$ cat config.mk
export PLATFORM = sky130hd
export DESIGN_NAME = excp_top
export DESIGN_NICKNAME = d
export VERILOG_FILES = /design/src/verilog/excp_pkg.sv /design/src/verilog/excp_top.sv /design/src/verilog/excp_csr.sv /design/src/verilog/excp_unit.sv /design/src/verilog/int_pending.sv /design/src/verilog/commit_req_stage.sv
export VERILOG_INCLUDE_DIRS = /design/src /design/src/verilog
export SDC_FILE = /design/constraint.sdc
export NUM_CORES = 1
export LEC_CHECK = 0
export BUFFER_PORTS_ARGS = -buffer_cell sky130_fd_sc_hd__buf_2
export CORE_MARGIN = 3
export CORE_UTILIZATION = 56
export CTS_CLUSTER_DIAMETER = 150
export CTS_CLUSTER_SIZE = 20
export DETAILED_ROUTE_END_ITERATION = 6
export PLACE_DENSITY = 0.8
export SYNTH_ARGS = -nofsm -noshare
export SYNTH_HDL_FRONTEND = slang
export SYNTH_HIERARCHICAL = 1
export SYNTH_SLANG_ARGS = --single-unit
$ cat constraint.sdc
create_clock -name clk -period 3.5 [get_ports clk]
set_clock_uncertainty 0.2 [all_clocks]
set_input_delay 0.175 -clock clk [delete_from_list [all_inputs] [get_ports clk]]
set_output_delay 0.175 -clock clk [all_outputs]
set_load 0.05 [all_outputs]
$ cat src/verilog/excp_params.svh
`ifndef EXCP_PARAMS_SVH
`define EXCP_PARAMS_SVH

// Virtual address width
`define ADDR_W 32

// ESTAT.IS / ECFG.LIE width
`define INT_W 13

// Hardware interrupt lines
`define HWI_N 8

`endif
$ cat src/verilog/excp_pkg.sv
package excp_pkg;

    ////////////////////////////////////////
    // Exception codes
    ////////////////////////////////////////

    // ESTAT.Ecode values with ADEM split off from ADE
    typedef enum logic [5:0] {
        INT  = 6'h00,
        PIL  = 6'h01,
        PIS  = 6'h02,
        PIF  = 6'h03,
        PME  = 6'h04,
        PPI  = 6'h07,
        ADEF = 6'h08,
        ALE  = 6'h09,
        ADEM = 6'h0A,
        SYS  = 6'h0B,
        BRK  = 6'h0C,
        INE  = 6'h0D,
        TLBR = 6'h3F
    } ecode_t;

    ////////////////////////////////////////
    // Privilege levels
    ////////////////////////////////////////

    typedef enum logic [1:0] {
        KERNEL = 2'd0,
        USER   = 2'd3
    } plv_t;

    ////////////////////////////////////////
    // CSR numbers
    ////////////////////////////////////////

    typedef enum logic [13:0] {
        CRMD      = 14'h000,
        PRMD      = 14'h001,
        ECFG      = 14'h004,
        ESTAT     = 14'h005,
        ERA       = 14'h006,
        BADV      = 14'h007,
        EENTRY    = 14'h00C,
        TLBRENTRY = 14'h088
    } csr_addr_t;

endpackage

$ cat src/verilog/excp_top.sv
`timescale 1ns/1ns
`include "excp_params.svh"

module excp_top (
    input  logic                 clk,
    input  logic                 rst_n,

    input  logic                 commit_valid,
    input  logic [`ADDR_W-1:0]   commit_pc,
    input  logic                 commit_excp,
    input  excp_pkg::ecode_t     commit_ecode,
    input  logic [`ADDR_W-1:0]   commit_badv,
    input  logic                 commit_ertn,

    input  logic                 ti_in,
    input  logic                 ti_clr,
    input  logic [1:0]           swi_in,
    input  logic [1:0]           swi_clr,
    input  logic [`HWI_N-1:0]    hwi_in,

    input  logic                 csr_we,
    input  excp_pkg::csr_addr_t  csr_addr,
    input  logic [`ADDR_W-1:0]   csr_wdata,
    input  excp_pkg::csr_addr_t  csr_raddr,

    output logic                 redirect_valid,
    output logic [`ADDR_W-1:0]   redirect_pc,
    output logic [`ADDR_W-1:0]   csr_rdata,
    output logic [`INT_W-1:0]    int_status
);

    import excp_pkg::*;

    logic                req_valid;
    logic                req_excp;
    logic                req_ertn;
    logic [`ADDR_W-1:0]  req_pc;
    logic [`ADDR_W-1:0]  req_badv;
    ecode_t              req_ecode;

    plv_t                crmd_plv;
    plv_t                prmd_pplv;
    logic                crmd_ie;
    logic                prmd_pie;
    logic [`ADDR_W-1:0]  era;
    logic [`ADDR_W-1:0]  eentry;
    logic [`ADDR_W-1:0]  tlbrentry;
    logic [`INT_W-1:0]   ecfg_lie;

    logic                upd_excp;
    ecode_t              upd_ecode;
    logic                upd_badv_we;
    logic [`ADDR_W-1:0]  upd_badv;
    logic [`ADDR_W-1:0]  upd_era;
    logic                upd_ertn;

    commit_req_stage u_commit (
        .clk(clk), .rst_n(rst_n),
        .flush(redirect_valid),
        .commit_valid(commit_valid), .commit_excp(commit_excp),
        .commit_ertn(commit_ertn), .commit_pc(commit_pc),
        .commit_badv(commit_badv), .commit_ecode(commit_ecode),
        .req_valid(req_valid), .req_excp(req_excp), .req_ertn(req_ertn),
        .req_pc(req_pc), .req_badv(req_badv), .req_ecode(req_ecode)
    );

    int_pending u_int (
        .clk(clk), .rst_n(rst_n),
        .ti_in(ti_in), .ti_clr(ti_clr),
        .swi_in(swi_in), .swi_clr(swi_clr),
        .hwi_in(hwi_in),
        .int_vec(int_status)
    );

    excp_unit u_unit (
        .req_valid(req_valid), .req_excp(req_excp), .req_ertn(req_ertn),
        .req_pc(req_pc), .req_badv(req_badv), .req_ecode(req_ecode),
        .int_vec(int_status),
        .crmd_plv(crmd_plv), .prmd_pplv(prmd_pplv),
        .crmd_ie(crmd_ie), .prmd_pie(prmd_pie), .ecfg_lie(ecfg_lie),
        .era(era), .eentry(eentry), .tlbrentry(tlbrentry),
        .redirect_valid(redirect_valid), .redirect_pc(redirect_pc),
        .upd_excp(upd_excp), .upd_ecode(upd_ecode),
        .upd_badv_we(upd_badv_we), .upd_badv(upd_badv),
        .upd_era(upd_era), .upd_ertn(upd_ertn)
    );

    excp_csr u_csr (
        .clk(clk), .rst_n(rst_n),
        .csr_we(csr_we), .csr_addr(csr_addr), .csr_wdata(csr_wdata),
        .csr_raddr(csr_raddr), .csr_rdata(csr_rdata),
        .upd_excp(upd_excp), .upd_ecode(upd_ecode),
        .upd_badv_we(upd_badv_we), .upd_badv(upd_badv),
        .upd_era(upd_era), .upd_ertn(upd_ertn),
        .crmd_plv(crmd_plv), .crmd_ie(crmd_ie),
        .prmd_pplv(prmd_pplv), .prmd_pie(prmd_pie),
        .era(era), .eentry(eentry), .tlbrentry(tlbrentry),
        .ecfg_lie(ecfg_lie)
    );

endmodule

$ cat src/verilog/excp_csr.sv
`timescale 1ns/1ns
`include "excp_params.svh"

module excp_csr (
    input  logic                     clk,
    input  logic                     rst_n,

    // Software access
    input  logic                     csr_we,
    input  excp_pkg::csr_addr_t      csr_addr,
    input  logic [`ADDR_W-1:0]       csr_wdata,
    input  excp_pkg::csr_addr_t      csr_raddr,
    output logic [`ADDR_W-1:0]       csr_rdata,

    // Trap and return updates
    input  logic                     upd_excp,
    input  excp_pkg::ecode_t         upd_ecode,
    input  logic                     upd_badv_we,
    input  logic [`ADDR_W-1:0]       upd_badv,
    input  logic [`ADDR_W-1:0]       upd_era,
    input  logic                     upd_ertn,

    // Fields for the decision stage
    output excp_pkg::plv_t           crmd_plv,
    output logic                     crmd_ie,
    output excp_pkg::plv_t           prmd_pplv,
    output logic                     prmd_pie,
    output logic [`ADDR_W-1:0]       era,
    output logic [`ADDR_W-1:0]       eentry,
    output logic [`ADDR_W-1:0]       tlbrentry,
    output logic [`INT_W-1:0]        ecfg_lie
);

    import excp_pkg::*;

    // LIE bit 10 is reserved
    localparam logic [`INT_W-1:0] LIE_MASK = 'h1BFF;

    ecode_t              estat_ecode;
    logic [`ADDR_W-1:0]  badv;

    ////////////////////////////////////////
    // Register update
    ////////////////////////////////////////

    always_ff @(posedge clk or negedge rst_n) begin
        if (!rst_n) begin
            crmd_plv    <= KERNEL;
            crmd_ie     <= 1'b0;
            prmd_pplv   <= KERNEL;
            prmd_pie    <= 1'b0;
            estat_ecode <= INT;
            era         <= '0;
            badv        <= '0;
            eentry      <= '0;
            tlbrentry   <= '0;
            ecfg_lie    <= '0;
        end else begin
            if (csr_we) begin
                case (csr_addr)
                    CRMD: begin
                        crmd_plv <= plv_t'(csr_wdata[1:0]);
                        crmd_ie  <= csr_wdata[2];
                    end
                    PRMD: begin
                        prmd_pplv <= plv_t'(csr_wdata[1:0]);
                        prmd_pie  <= csr_wdata[2];
                    end
                    ECFG:      ecfg_lie  <= csr_wdata[`INT_W-1:0] & LIE_MASK;
                    ERA:       era       <= csr_wdata;
                    BADV:      badv      <= csr_wdata;
                    // Entries are 64-byte aligned
                    EENTRY:    eentry    <= {csr_wdata[`ADDR_W-1:6], 6'b0};
                    TLBRENTRY: tlbrentry <= {csr_wdata[`ADDR_W-1:6], 6'b0};
                    default: ;
                endcase
            end

            // Trap side overrides a same-cycle software write
            if (upd_excp) begin
                prmd_pplv   <= crmd_plv;
                prmd_pie    <= crmd_ie;
                crmd_plv    <= KERNEL;
                crmd_ie     <= 1'b0;
                estat_ecode <= upd_ecode;
                era         <= upd_era;
                if (upd_badv_we) begin
                    badv <= upd_badv;
                end
            end else if (upd_ertn) begin
                crmd_plv <= prmd_pplv;
                crmd_ie  <= prmd_pie;
            end
        end
    end

    ////////////////////////////////////////
    // Read port
    ////////////////////////////////////////

    always_comb begin
        csr_rdata = '0;
        case (csr_raddr)
            CRMD:      csr_rdata = {{(`ADDR_W-3){1'b0}}, crmd_ie, crmd_plv};
            PRMD:      csr_rdata = {{(`ADDR_W-3){1'b0}}, prmd_pie, prmd_pplv};
            ECFG:      csr_rdata = {{(`ADDR_W-`INT_W){1'b0}}, ecfg_lie};
            // Ecode sits in bits 21:16
            ESTAT:     csr_rdata = {{(`ADDR_W-22){1'b0}}, estat_ecode, 16'b0};
            ERA:       csr_rdata = era;
            BADV:      csr_rdata = badv;
            EENTRY:    csr_rdata = eentry;
            TLBRENTRY: csr_rdata = tlbrentry;
            default:   csr_rdata = '0;
        endcase
    end

endmodule

$ cat src/verilog/excp_unit.sv
`timescale 1ns/1ns
`include "excp_params.svh"

module excp_unit (
    // Request from commit stage
    input  logic                 req_valid,
    input  logic                 req_excp,
    input  logic                 req_ertn,
    input  logic [`ADDR_W-1:0]   req_pc,
    input  logic [`ADDR_W-1:0]   req_badv,
    input  excp_pkg::ecode_t     req_ecode,

    input  logic [`INT_W-1:0]    int_vec,

    // Current CSR state
    input  excp_pkg::plv_t       crmd_plv,
    input  excp_pkg::plv_t       prmd_pplv,
    input  logic                 crmd_ie,
    input  logic                 prmd_pie,
    input  logic [`INT_W-1:0]    ecfg_lie,
    input  logic [`ADDR_W-1:0]   era,
    input  logic [`ADDR_W-1:0]   eentry,
    input  logic [`ADDR_W-1:0]   tlbrentry,

    // Fetch redirect
    output logic                 redirect_valid,
    output logic [`ADDR_W-1:0]   redirect_pc,

    // CSR update
    output logic                 upd_excp,
    output excp_pkg::ecode_t     upd_ecode,
    output logic                 upd_badv_we,
    output logic [`ADDR_W-1:0]   upd_badv,
    output logic [`ADDR_W-1:0]   upd_era,
    output logic                 upd_ertn
);

    import excp_pkg::*;

    logic                int_take;
    logic                excp_take;
    logic                ertn_take;
    logic                badv_code;
    logic                mode_change;
    logic [`ADDR_W-1:0]  entry_pc;

    ////////////////////////////////////////
    // Decision
    ////////////////////////////////////////

    // Bubbles never take an interrupt
    assign int_take  = req_valid & crmd_ie & (|(int_vec & ecfg_lie));
    assign excp_take = ~int_take & req_excp;
    assign ertn_take = ~int_take & ~req_excp & req_ertn;

    assign upd_excp       = int_take | excp_take;
    assign redirect_valid = upd_excp | ertn_take;

    always_comb begin
        if (int_take) begin
            upd_ecode = INT;
        end else begin
            upd_ecode = req_ecode;
        end
    end

    ////////////////////////////////////////
    // Redirect target
    ////////////////////////////////////////

    assign entry_pc    = (upd_ecode == TLBR) ? tlbrentry : eentry;
    assign redirect_pc = upd_excp ? entry_pc : era;

    ////////////////////////////////////////
    // CSR update values
    ////////////////////////////////////////

    // Address-related faults record the bad address
    always_comb begin
        case (req_ecode)
            TLBR, ADEF, ADEM, ALE, PIL, PIS, PIF: badv_code = 1'b1;
            default:                              badv_code = 1'b0;
        endcase
    end

    assign upd_badv_we = excp_take & badv_code;
    assign upd_badv    = req_badv;
    assign upd_era     = req_pc;

    // Skip the restore write when PRMD already matches CRMD
    assign mode_change = (prmd_pplv != crmd_plv) | (prmd_pie != crmd_ie);
    assign upd_ertn    = ertn_take & mode_change;

endmodule

$ cat src/verilog/int_pending.sv
`timescale 1ns/1ns
`include "excp_params.svh"

module int_pending (
    input  logic               clk,
    input  logic               rst_n,

    input  logic               ti_in,
    input  logic               ti_clr,
    input  logic [1:0]         swi_in,
    input  logic [1:0]         swi_clr,
    input  logic [`HWI_N-1:0]  hwi_in,

    output logic [`INT_W-1:0]  int_vec
);

    logic [`INT_W-1:0] line_vec;
    logic [`INT_W-1:0] clr_vec;
    logic [`INT_W-1:0] pend_q;

    // Bit 10 reserved and bit 12 left for IPI
    assign line_vec = {1'b0, ti_in, 1'b0, hwi_in, swi_in};
    assign clr_vec  = {1'b0, ti_clr, 1'b0, {`HWI_N{1'b0}}, swi_clr};

    always_ff @(posedge clk or negedge rst_n) begin
        if (!rst_n) begin
            pend_q  <= '0;
            int_vec <= '0;
        end else begin
            // Sticky until cleared or set again by a live line
            pend_q  <= (pend_q & ~clr_vec) | line_vec;
            int_vec <= pend_q;
        end
    end

endmodule

$ cat src/verilog/commit_req_stage.sv
`timescale 1ns/1ns
`include "excp_params.svh"

module commit_req_stage (
    input  logic                 clk,
    input  logic                 rst_n,

    input  logic                 flush,

    // Retiring instruction from mem stage
    input  logic                 commit_valid,
    input  logic                 commit_excp,
    input  logic                 commit_ertn,
    input  logic [`ADDR_W-1:0]   commit_pc,
    input  logic [`ADDR_W-1:0]   commit_badv,
    input  excp_pkg::ecode_t     commit_ecode,

    // Registered request
    output logic                 req_valid,
    output logic                 req_excp,
    output logic                 req_ertn,
    output logic [`ADDR_W-1:0]   req_pc,
    output logic [`ADDR_W-1:0]   req_badv,
    output excp_pkg::ecode_t     req_ecode
);

    logic take;

    // Younger instruction behind a redirect is dropped
    assign take = commit_valid & ~flush;

    always_ff @(posedge clk or negedge rst_n) begin
        if (!rst_n) begin
            req_valid <= 1'b0;
            req_excp  <= 1'b0;
            req_ertn  <= 1'b0;
        end else begin
            req_valid <= take;
            req_excp  <= take & commit_excp;
            req_ertn  <= take & commit_ertn;
        end
    end

    // Payload only moves with a real instruction
    always_ff @(posedge clk) begin
        if (take) begin
            req_pc    <= commit_pc;
            req_badv  <= commit_badv;
            req_ecode <= commit_ecode;
        end
    end

endmodule

==> results of run 1 <==
## cell usage in the layout, fill, tap and decap left out, types with 3 or more instances in the layout
| master | synthesis | routed |
|---|---|---|
| a2111oi_0 | 3 | 3 |
| a21o_1 | 3 | 3 |
| a21oi_1 | 10 | 10 |
| a221o_1 | 6 | 6 |
| a221oi_1 | 26 | 26 |
| a221oi_2 | 6 | 6 |
| a22o_1 | 6 | 6 |
| a22oi_1 | 25 | 25 |
| and2_1 | 10 | 10 |
| and3_1 | 7 | 7 |
| and4_1 | 3 | 3 |
| buf_12 | 4 | 5 |
| buf_2 | 20 | 224 |
| buf_4 | 80 | 24 |
| clkbuf_1 | 57 | 9 |
| clkbuf_16 | 0 | 15 |
| conb_1 | 2 | 15 |
| dfrtp_1 | 165 | 164 |
| dlygate4sd3_1 | 0 | 122 |
| edfxtp_1 | 70 | 70 |
| inv_1 | 6 | 6 |
| mux2_2 | 45 | 45 |
| mux2_4 | 40 | 40 |
| mux2i_1 | 23 | 23 |
| nand2_1 | 81 | 80 |
| nand2b_1 | 33 | 32 |
| nand3_1 | 131 | 131 |
| nand3b_1 | 64 | 64 |
| nand4_1 | 7 | 7 |
| nor2_1 | 44 | 44 |
| nor3_1 | 6 | 6 |
| nor3b_1 | 40 | 40 |
| nor4_1 | 4 | 4 |
| o21ai_0 | 3 | 3 |
| o221ai_1 | 3 | 3 |
| o22ai_1 | 50 | 50 |
| or2_1 | 8 | 8 |
| or3_1 | 4 | 4 |
| xor2_1 | 3 | 3 |
## stage by stage
stage / area, µm² / power (mW) / cells / utilization, % / setup slack, ns
finish: 14830 / 6.815 / 1651 / 69.25 / 0.1013
global route: 14830 / 7.083 / 1651 / 69.25 / 0.0007530
CTS: 14830 / 6.807 / 1651 / 69.25 / 0.1574
detailed placement: 13200 / 5.001 / 1504 / 61.61 / 0.5593
global placement: 13200 / 4.959 / 1504 / 61.61 / 0.6670
floorplan: 12510 / 4.544 / 1146 / - / 0.01408
## cell type report
cell class	count	share of cell area, %
Clock inverter	1	0.04218
Inverter	6	0.1518
Clock buffer	24	2.758
Sequential cell	235	42.02
Timing Repair Buffer	376	17.76
Tap cell	275	2.320
Multi-Input combinational cell	734	34.96
## synth_stat cells, drive strengths merged (8+ instances only)
cell type / n
clkbuf: 57
or2: 8
o22ai: 52
nor3b: 40
a22oi: 25
nor2: 44
and3: 9
buf: 114
and2: 11
edfxtp: 70
nand3b: 64
nor3: 8
dfrtp: 165
nand2: 82
nand2b: 33
mux2i: 23
a21oi: 10
mux2: 85
a221oi: 32
nand3: 131
## sequential cells by signal (all words and copies together) (netlist names)
| signal | flops |
|---|---|
| u_csr/prmd_pplv | 2 |
| u_commit/req_excp | 1 |
| u_commit/req_valid | 1 |
| u_csr/tlbrentry | 26 |
| u_commit/req_pc | 32 |
| u_csr/badv | 32 |
| u_csr/era | 32 |
| u_commit/req_ertn | 1 |
| u_int/int_vec | 11 |
| u_csr/crmd_ie | 1 |
| u_int/pend_q | 11 |
| u_csr/estat_ecode | 6 |
| u_csr/eentry | 26 |
| u_csr/prmd_pie | 1 |
| u_commit/req_ecode | 6 |
| u_csr/crmd_plv | 2 |
| u_csr/ecfg_lie | 12 |
| u_commit/req_badv | 32 |
## metal layers
metal / vias to the layer above / part of all wire [%] / wire length (µm) / global-route usage (%)
li1: 4517 / - / - / -
met1: 5046 / 38 / 13810 / 38.43
met2: 602 / 49 / 17810 / 48.91
met3: 108 / 9.1 / 3296 / 5.452
met4: 0 / 3.7 / 1350 / 11.30
met5: - / 0 / 0 / 0
## power groups by stage
stage                     clock network [mW]  logic [mW]  registers (mW)
after floorplan                            0        1.23            3.32
after global placement                     0        1.57            3.39
after detailed placement                   0        1.60            3.40
after CTS                               1.75        1.71            3.34
after global routing                    1.85        1.86            3.38
final                                   1.72        1.74            3.36
## repair_timing
item	CTS	global route
setup buffers	0	0
endpoints found under the hold margin	285	0
hold buffers	122	0
## worst min-delay path, delay by kind of cell
family / cells / cell delay [ns]
buffers and inverters: 1 / 0.09
and+or+nand+nor: 3 / 0.31
AOI/OAI and AO/OA: 1 / 0.08
## logic make-up after synthesis
group	synth area share [%]
flip-flops	50.00
AND/OR/NAND/NOR	20.97
buffers and inverters	8.946
other	0.06026
XOR/XNOR	0.2109
multiplexers	10.73
AO/OA/AOI/OAI	9.076
## path summary, 6_finish.rpt
kind / slack [ns] / from / cells after the start / to
max: 0.10 / u_csr/crmd_ie / 5 / redirect_pc[12]
min: 0.03 / csr_addr[6] / 5 / u_csr/crmd_plv[0]
max reg2reg: 0.54 / u_csr/ecfg_lie[3] / 8 / u_csr/badv[1]
min reg2reg: 0.18 / u_int/pend_q[9] / 0 / u_int/int_vec[9]
max in group asynchronous: 2.15 / rst_n / 3 / u_csr/tlbrentry[16]
min in group asynchronous: 0.06 / rst_n / 2 / u_int/pend_q[0]
==> impl_metrics.csv, run 1 <==
group,metric,value,unit
sta,maxSlewHeadroom,37.79,%
clock_tree,htree_levels,1,
logic_synthesis,synth-main-ff-cell,"dfrtp_1",
power_and_ir_drop,power.density,459.4,nW/µm²
logic_synthesis,synth_edf_count,70,
floorplan,core,21420,µm²
setup_path,critPathKind,"reg -> out",
placement,dp_hpwl,23.24,mm
floorplan,die_width,155.2,µm
clock_tree,cts.sinks,235,
setup_path,critPathMaxFanout,24,
global_routing,antenna_found_initial,0,
setup_path,crit_chain,"nand2_1 > a21o_2 > buf_4 > a221oi_1 > buf_2",
global_routing,grt_pass1_vias,10310,
min_path,min_path_type,"in -> reg",
routing,ant_nets,0,
global_routing,grt.overflow.total,0,
sta,rsz0062_at_grt,"false",
floorplan,ioPinCount,228,
sta,clock.fmax,294.2,MHz
sta,worst_pin_slew,0.9260,ns
setup_path,path_delay_family,"compound AO/OA/AOI/OAI gates",
cells_and_area,finalNetCount,1518,
power_and_ir_drop,ir_worst_vdd,0.3394,mV
setup_path,worst_ep_required_time,3.12,ns
global_routing,grt_pass1_wl,56.58,mm
logic_synthesis,yosysTopAreaCell,"dfrtp_1",
floorplan,die_h,155.2,µm
logic_synthesis,ys_async_sr_fraction,70.21,%
clock_tree,ctsRootBufferMaster,"clkbuf_16",
global_routing,grt_start_max_net_pins,83,
setup_path,crit_buf_inv,2,
floorplan,start_util,58.18,%
sta,setup_tns,0,ns
power_and_ir_drop,p_leak,6.539,nW
clock_tree,cts_tree,"yes",
clock_tree,clockBufferDepth,3,
logic_synthesis,synth_area_leaders,"dfrtp_1 (33%), edfxtp_1 (17%), nand3_1 (5.3%), buf_4 (4.8%), mux2_4 (4.8%)",
routing,wl,36.27,mm
cells_and_area,area_delta_synth_final,19.03,%
logic_synthesis,yosysUniqueCellTypes,57,
power_and_ir_drop,power_frac_clock,25.3,%
routing,dr.pass1.iters,5,
routing,num_vias,10270,
run,max-cap-violations,0,
cells_and_area,drive_gt1_share,27.69,%
setup_path,critPathMaxStageDelay,0.51,ns
logic_synthesis,yosysWarnings,6,
logic_synthesis,ys_seq_area_share,50.00,%
clock_tree,numCtsBuffers,15,
cells_and_area,seq_area,6232,µm²
sta,hold_violations,0,
cells_and_area,multi_input_area,5185,µm²
logic_synthesis,syn_inst,1133,
setup_path,critPathSlowestCell,"a221oi_1",
routing,drtIter0Drc,1128,
cells_and_area,n_antenna_cell,0,
placement,globalplace.congestion,0.8833,
logic_synthesis,avgSynthCellArea,11.00,µm²
clock_tree,clk_pin_slew,0.08,ns
routing,post_drt_wl_per_cell,21.97,µm
sta,fin_crit,3.399,ns
power_and_ir_drop,swShare,32.60,%
setup_path,end_kind,"output pin",
sta,whs,0.03166,ns
setup_path,cp.arrival,3.02,ns
run_status,status,"finished clean",
sta,setup_violations,0,
sta,period_share,97.11,%
power_and_ir_drop,power_frac_comb,25.5,%
logic_synthesis,mappedNetlistArea,12460,µm²
power_and_ir_drop,seq_power_share,49.2,%
routing,via_per_inst,6.222,
cells_and_area,fill_cells,1547,
power_and_ir_drop,power.internal,4.594,mW
floorplan,dieArea,24080,µm²
clock_tree,postCtsResizedCells,0,
logic_synthesis,synth_top_area_share,33.13,%
power_and_ir_drop,p_sw,2.221,mW
global_routing,grt.total_usage,29.36,%
floorplan,fp-row-count,53,
logic_synthesis,ys_ff_latch,235,
setup_path,start_kind,"flip-flop",
placement,io_buffers,225,
sta,slew_violations,0,
clock_tree,worst_skew_pair.late_latency,0.48,ns
routing,drcViolationCount,0,
No activity file was read; power rests on OpenSTA's default activity.
==> inputs of run 2 (changes only) <==
==> constraint.sdc (replaced) <==
create_clock -name clk -period 3.5 [get_ports clk]
set_clock_uncertainty 0.2 [all_clocks]
set_input_delay 0.525 -clock clk [delete_from_list [all_inputs] [get_ports clk]]
set_output_delay 0.525 -clock clk [all_outputs]
set_load 0.05 [all_outputs]
==> impl_metrics.csv, run 2 (synthesized netlist as in run 1, its figures left out) <==
group,metric,value,unit
run_status,status,"finished clean",
sta,worst_pin_slew,0.9390,ns
cells_and_area,final_common_cell,"buf_2",
sta,setup_tns,0,ns
cells_and_area,utilization,65.16,%
min_path,hold_depth,1,
routing,dr.pass1.iters,6,
sta,fin_crit,3.419,ns
setup_path,ff2ff_path_depth,6,
setup_path,critPathKind,"reg -> out",
global_routing,grt.overflow.total,0,
setup_path,start_kind,"flip-flop",
clock_tree,clockBufferDepth,3,
routing,via_per_inst,6.253,
setup_path,worst_ep_required_time,2.77,ns
sta,maxSlewHeadroom,36.92,%
sta,slew_violations,0,
floorplan,start_util,58.18,%
setup_path,crit_chain,"nand2_1 > or3_1 > buf_4 > o22ai_1 > a221oi_1 > buf_2",
placement,io_buffers,225,
clock_tree,ctsRootBufferMaster,"clkbuf_16",
setup_path,critPathLaunch,"u_commit/req_ecode[3]",
power_and_ir_drop,p_leak,6.165,nW
floorplan,core,21420,µm²
sta,rsz0062_at_grt,"true",
placement,placed_area,13280,µm²
routing,wl,34.51,mm
clock_tree,worst_skew_pair.late_latency,0.48,ns
global_routing,antenna_found_initial,0,
setup_path,r2r-start,"u_csr/ecfg_lie[2]",
sta,hold_violations,0,
placement,globalplace.congestion,0.8573,
clock_tree,cts_setup_buffers,0,
cells_and_area,drive_gt1_share,30.63,%
setup_path,critPathSlowestCell,"edfxtp_1",
floorplan,fp-row-count,53,
global_routing,grt_start_max_net_pins,79,
clock_tree,htree_levels,1,
routing,drtIter0Drc,1037,
setup_path,critPathMaxStageDelay,0.46,ns
global_routing,grt_pass1_vias,9588,
clock_tree,cts.sinks,235,
clock_tree,cts_tree,"yes",
sta,setup_violations,0,
min_path,whs_endpoint,"u_commit/req_badv[12]",
cells_and_area,area_delta_synth_final,11.99,%
clock_tree,numCtsBuffers,15,
setup_path,cp.arrival,2.69,ns
min_path,min_path_type,"in -> reg",
floorplan,ioPinCount,228,
global_routing,grt_pass1_wl,53.61,mm
power_and_ir_drop,ir_worst_vdd,0.3537,mV
setup_path,end_kind,"output pin",
routing,num_vias,9742,
cells_and_area,finalNetCount,1426,
cells_and_area,layout_common_cells,"buf_2 (223), dfrtp_1 (164), nand3_1 (131)",
setup_path,critPathMaxFanout,11,
power_and_ir_drop,power.density,481.8,nW/µm²
setup_path,r2r_end,"u_commit/req_pc[24]",
routing,post_drt_wl_per_cell,22.15,µm
sta,period_share,97.70,%
global_routing,grt.total_usage,27.92,%
run,max-cap-violations,0,
clock_tree,clk_pin_slew,0.09,ns
placement,dp_hpwl,22.81,mm
routing,drcViolationCount,0,
min_path,hp-start,"commit_badv[12]",
floorplan,die_width,155.2,µm
floorplan,die_h,155.2,µm
cells_and_area,stdcell_area,13960,µm²
routing,ant_nets,0,
setup_path,reg2reg_slack,0.50,ns
cells_and_area,n_antenna_cell,0,
floorplan,dieArea,24080,µm²
sta,clock.fmax,292.5,MHz
run 2: cell types whose count changed in the layout (fill, tap and decap cells not counted), sizes merged:
cell         before  now
dlygate4sd3     122   22
clkbuf           24   23
buf             254  262
run 2: worst max-delay path by stage:
stage	to	slack (ns)
floorplan	u_commit/req_badv[0]	0.01
detailed placement	csr_rdata[30]	0.29
finish	redirect_pc[12]	0.08
global placement	csr_rdata[30]	0.37
CTS	redirect_pc[30]	0.0002
global route	redirect_pc[30]	-0.02
run 2: worst max-delay path, delay by kind of cell, from the launching register on:
| kind | cells | cell delay [ns] |
|---|---|---|
| AOI/OAI and AO/OA | 2 | 0.51 |
| DFF | 1 | 0.46 |
| buffers and inverters | 2 | 0.62 |
| and+or+nand+nor | 2 | 0.61 |
run 2: layout make-up:
type,instances,area [µm²]
clock inverter,1,6.256
sequential,235,6232
clock buffer,23,405.4
tap,275,344.1
fill,1718,7463
inverter,6,22.52
multi-input combinational,734,5225
timing repair buffer,284,1720
run 2: where the power goes:
group          total (mW)  switching, mW  internal [mW]
Clock                1.71          0.906          0.807
Sequential           3.34          0.222           3.12
Combinational        1.67           1.06          0.614
Total                6.72           2.18           4.54
run 2: timing repair:
action | 4_1_cts | 5_1_grt
gates resized for setup | 0 | 6
hold buffers | 20 | 2
hold endpoints to repair | 95 | 2
setup endpoints to repair | 0 | 9
run 2: per-layer routing:
layer	share of wire, %	GRT usage [%]	up-vias
met5	0	0	-
met3	8.3	4.117	86
met2	48	45.16	522
li1	-	-	4350
met4	3.7	9.587	0
met1	40	38.99	4784
run 2: stage by stage:
stage                     setup slack (ns)  hold slack, ns  std cells  power [mW]
after CTS                        0.0002085       0.0005032       1556       6.723
after detailed placement            0.2895          0.1562       1512       5.010
final                              0.08063         0.01433       1558       6.724
after floorplan                    0.01408         0.02941       1146       4.544
after global routing              -0.02454       0.0007592       1558       7.006
after global placement              0.3726          0.1544       1512       4.959
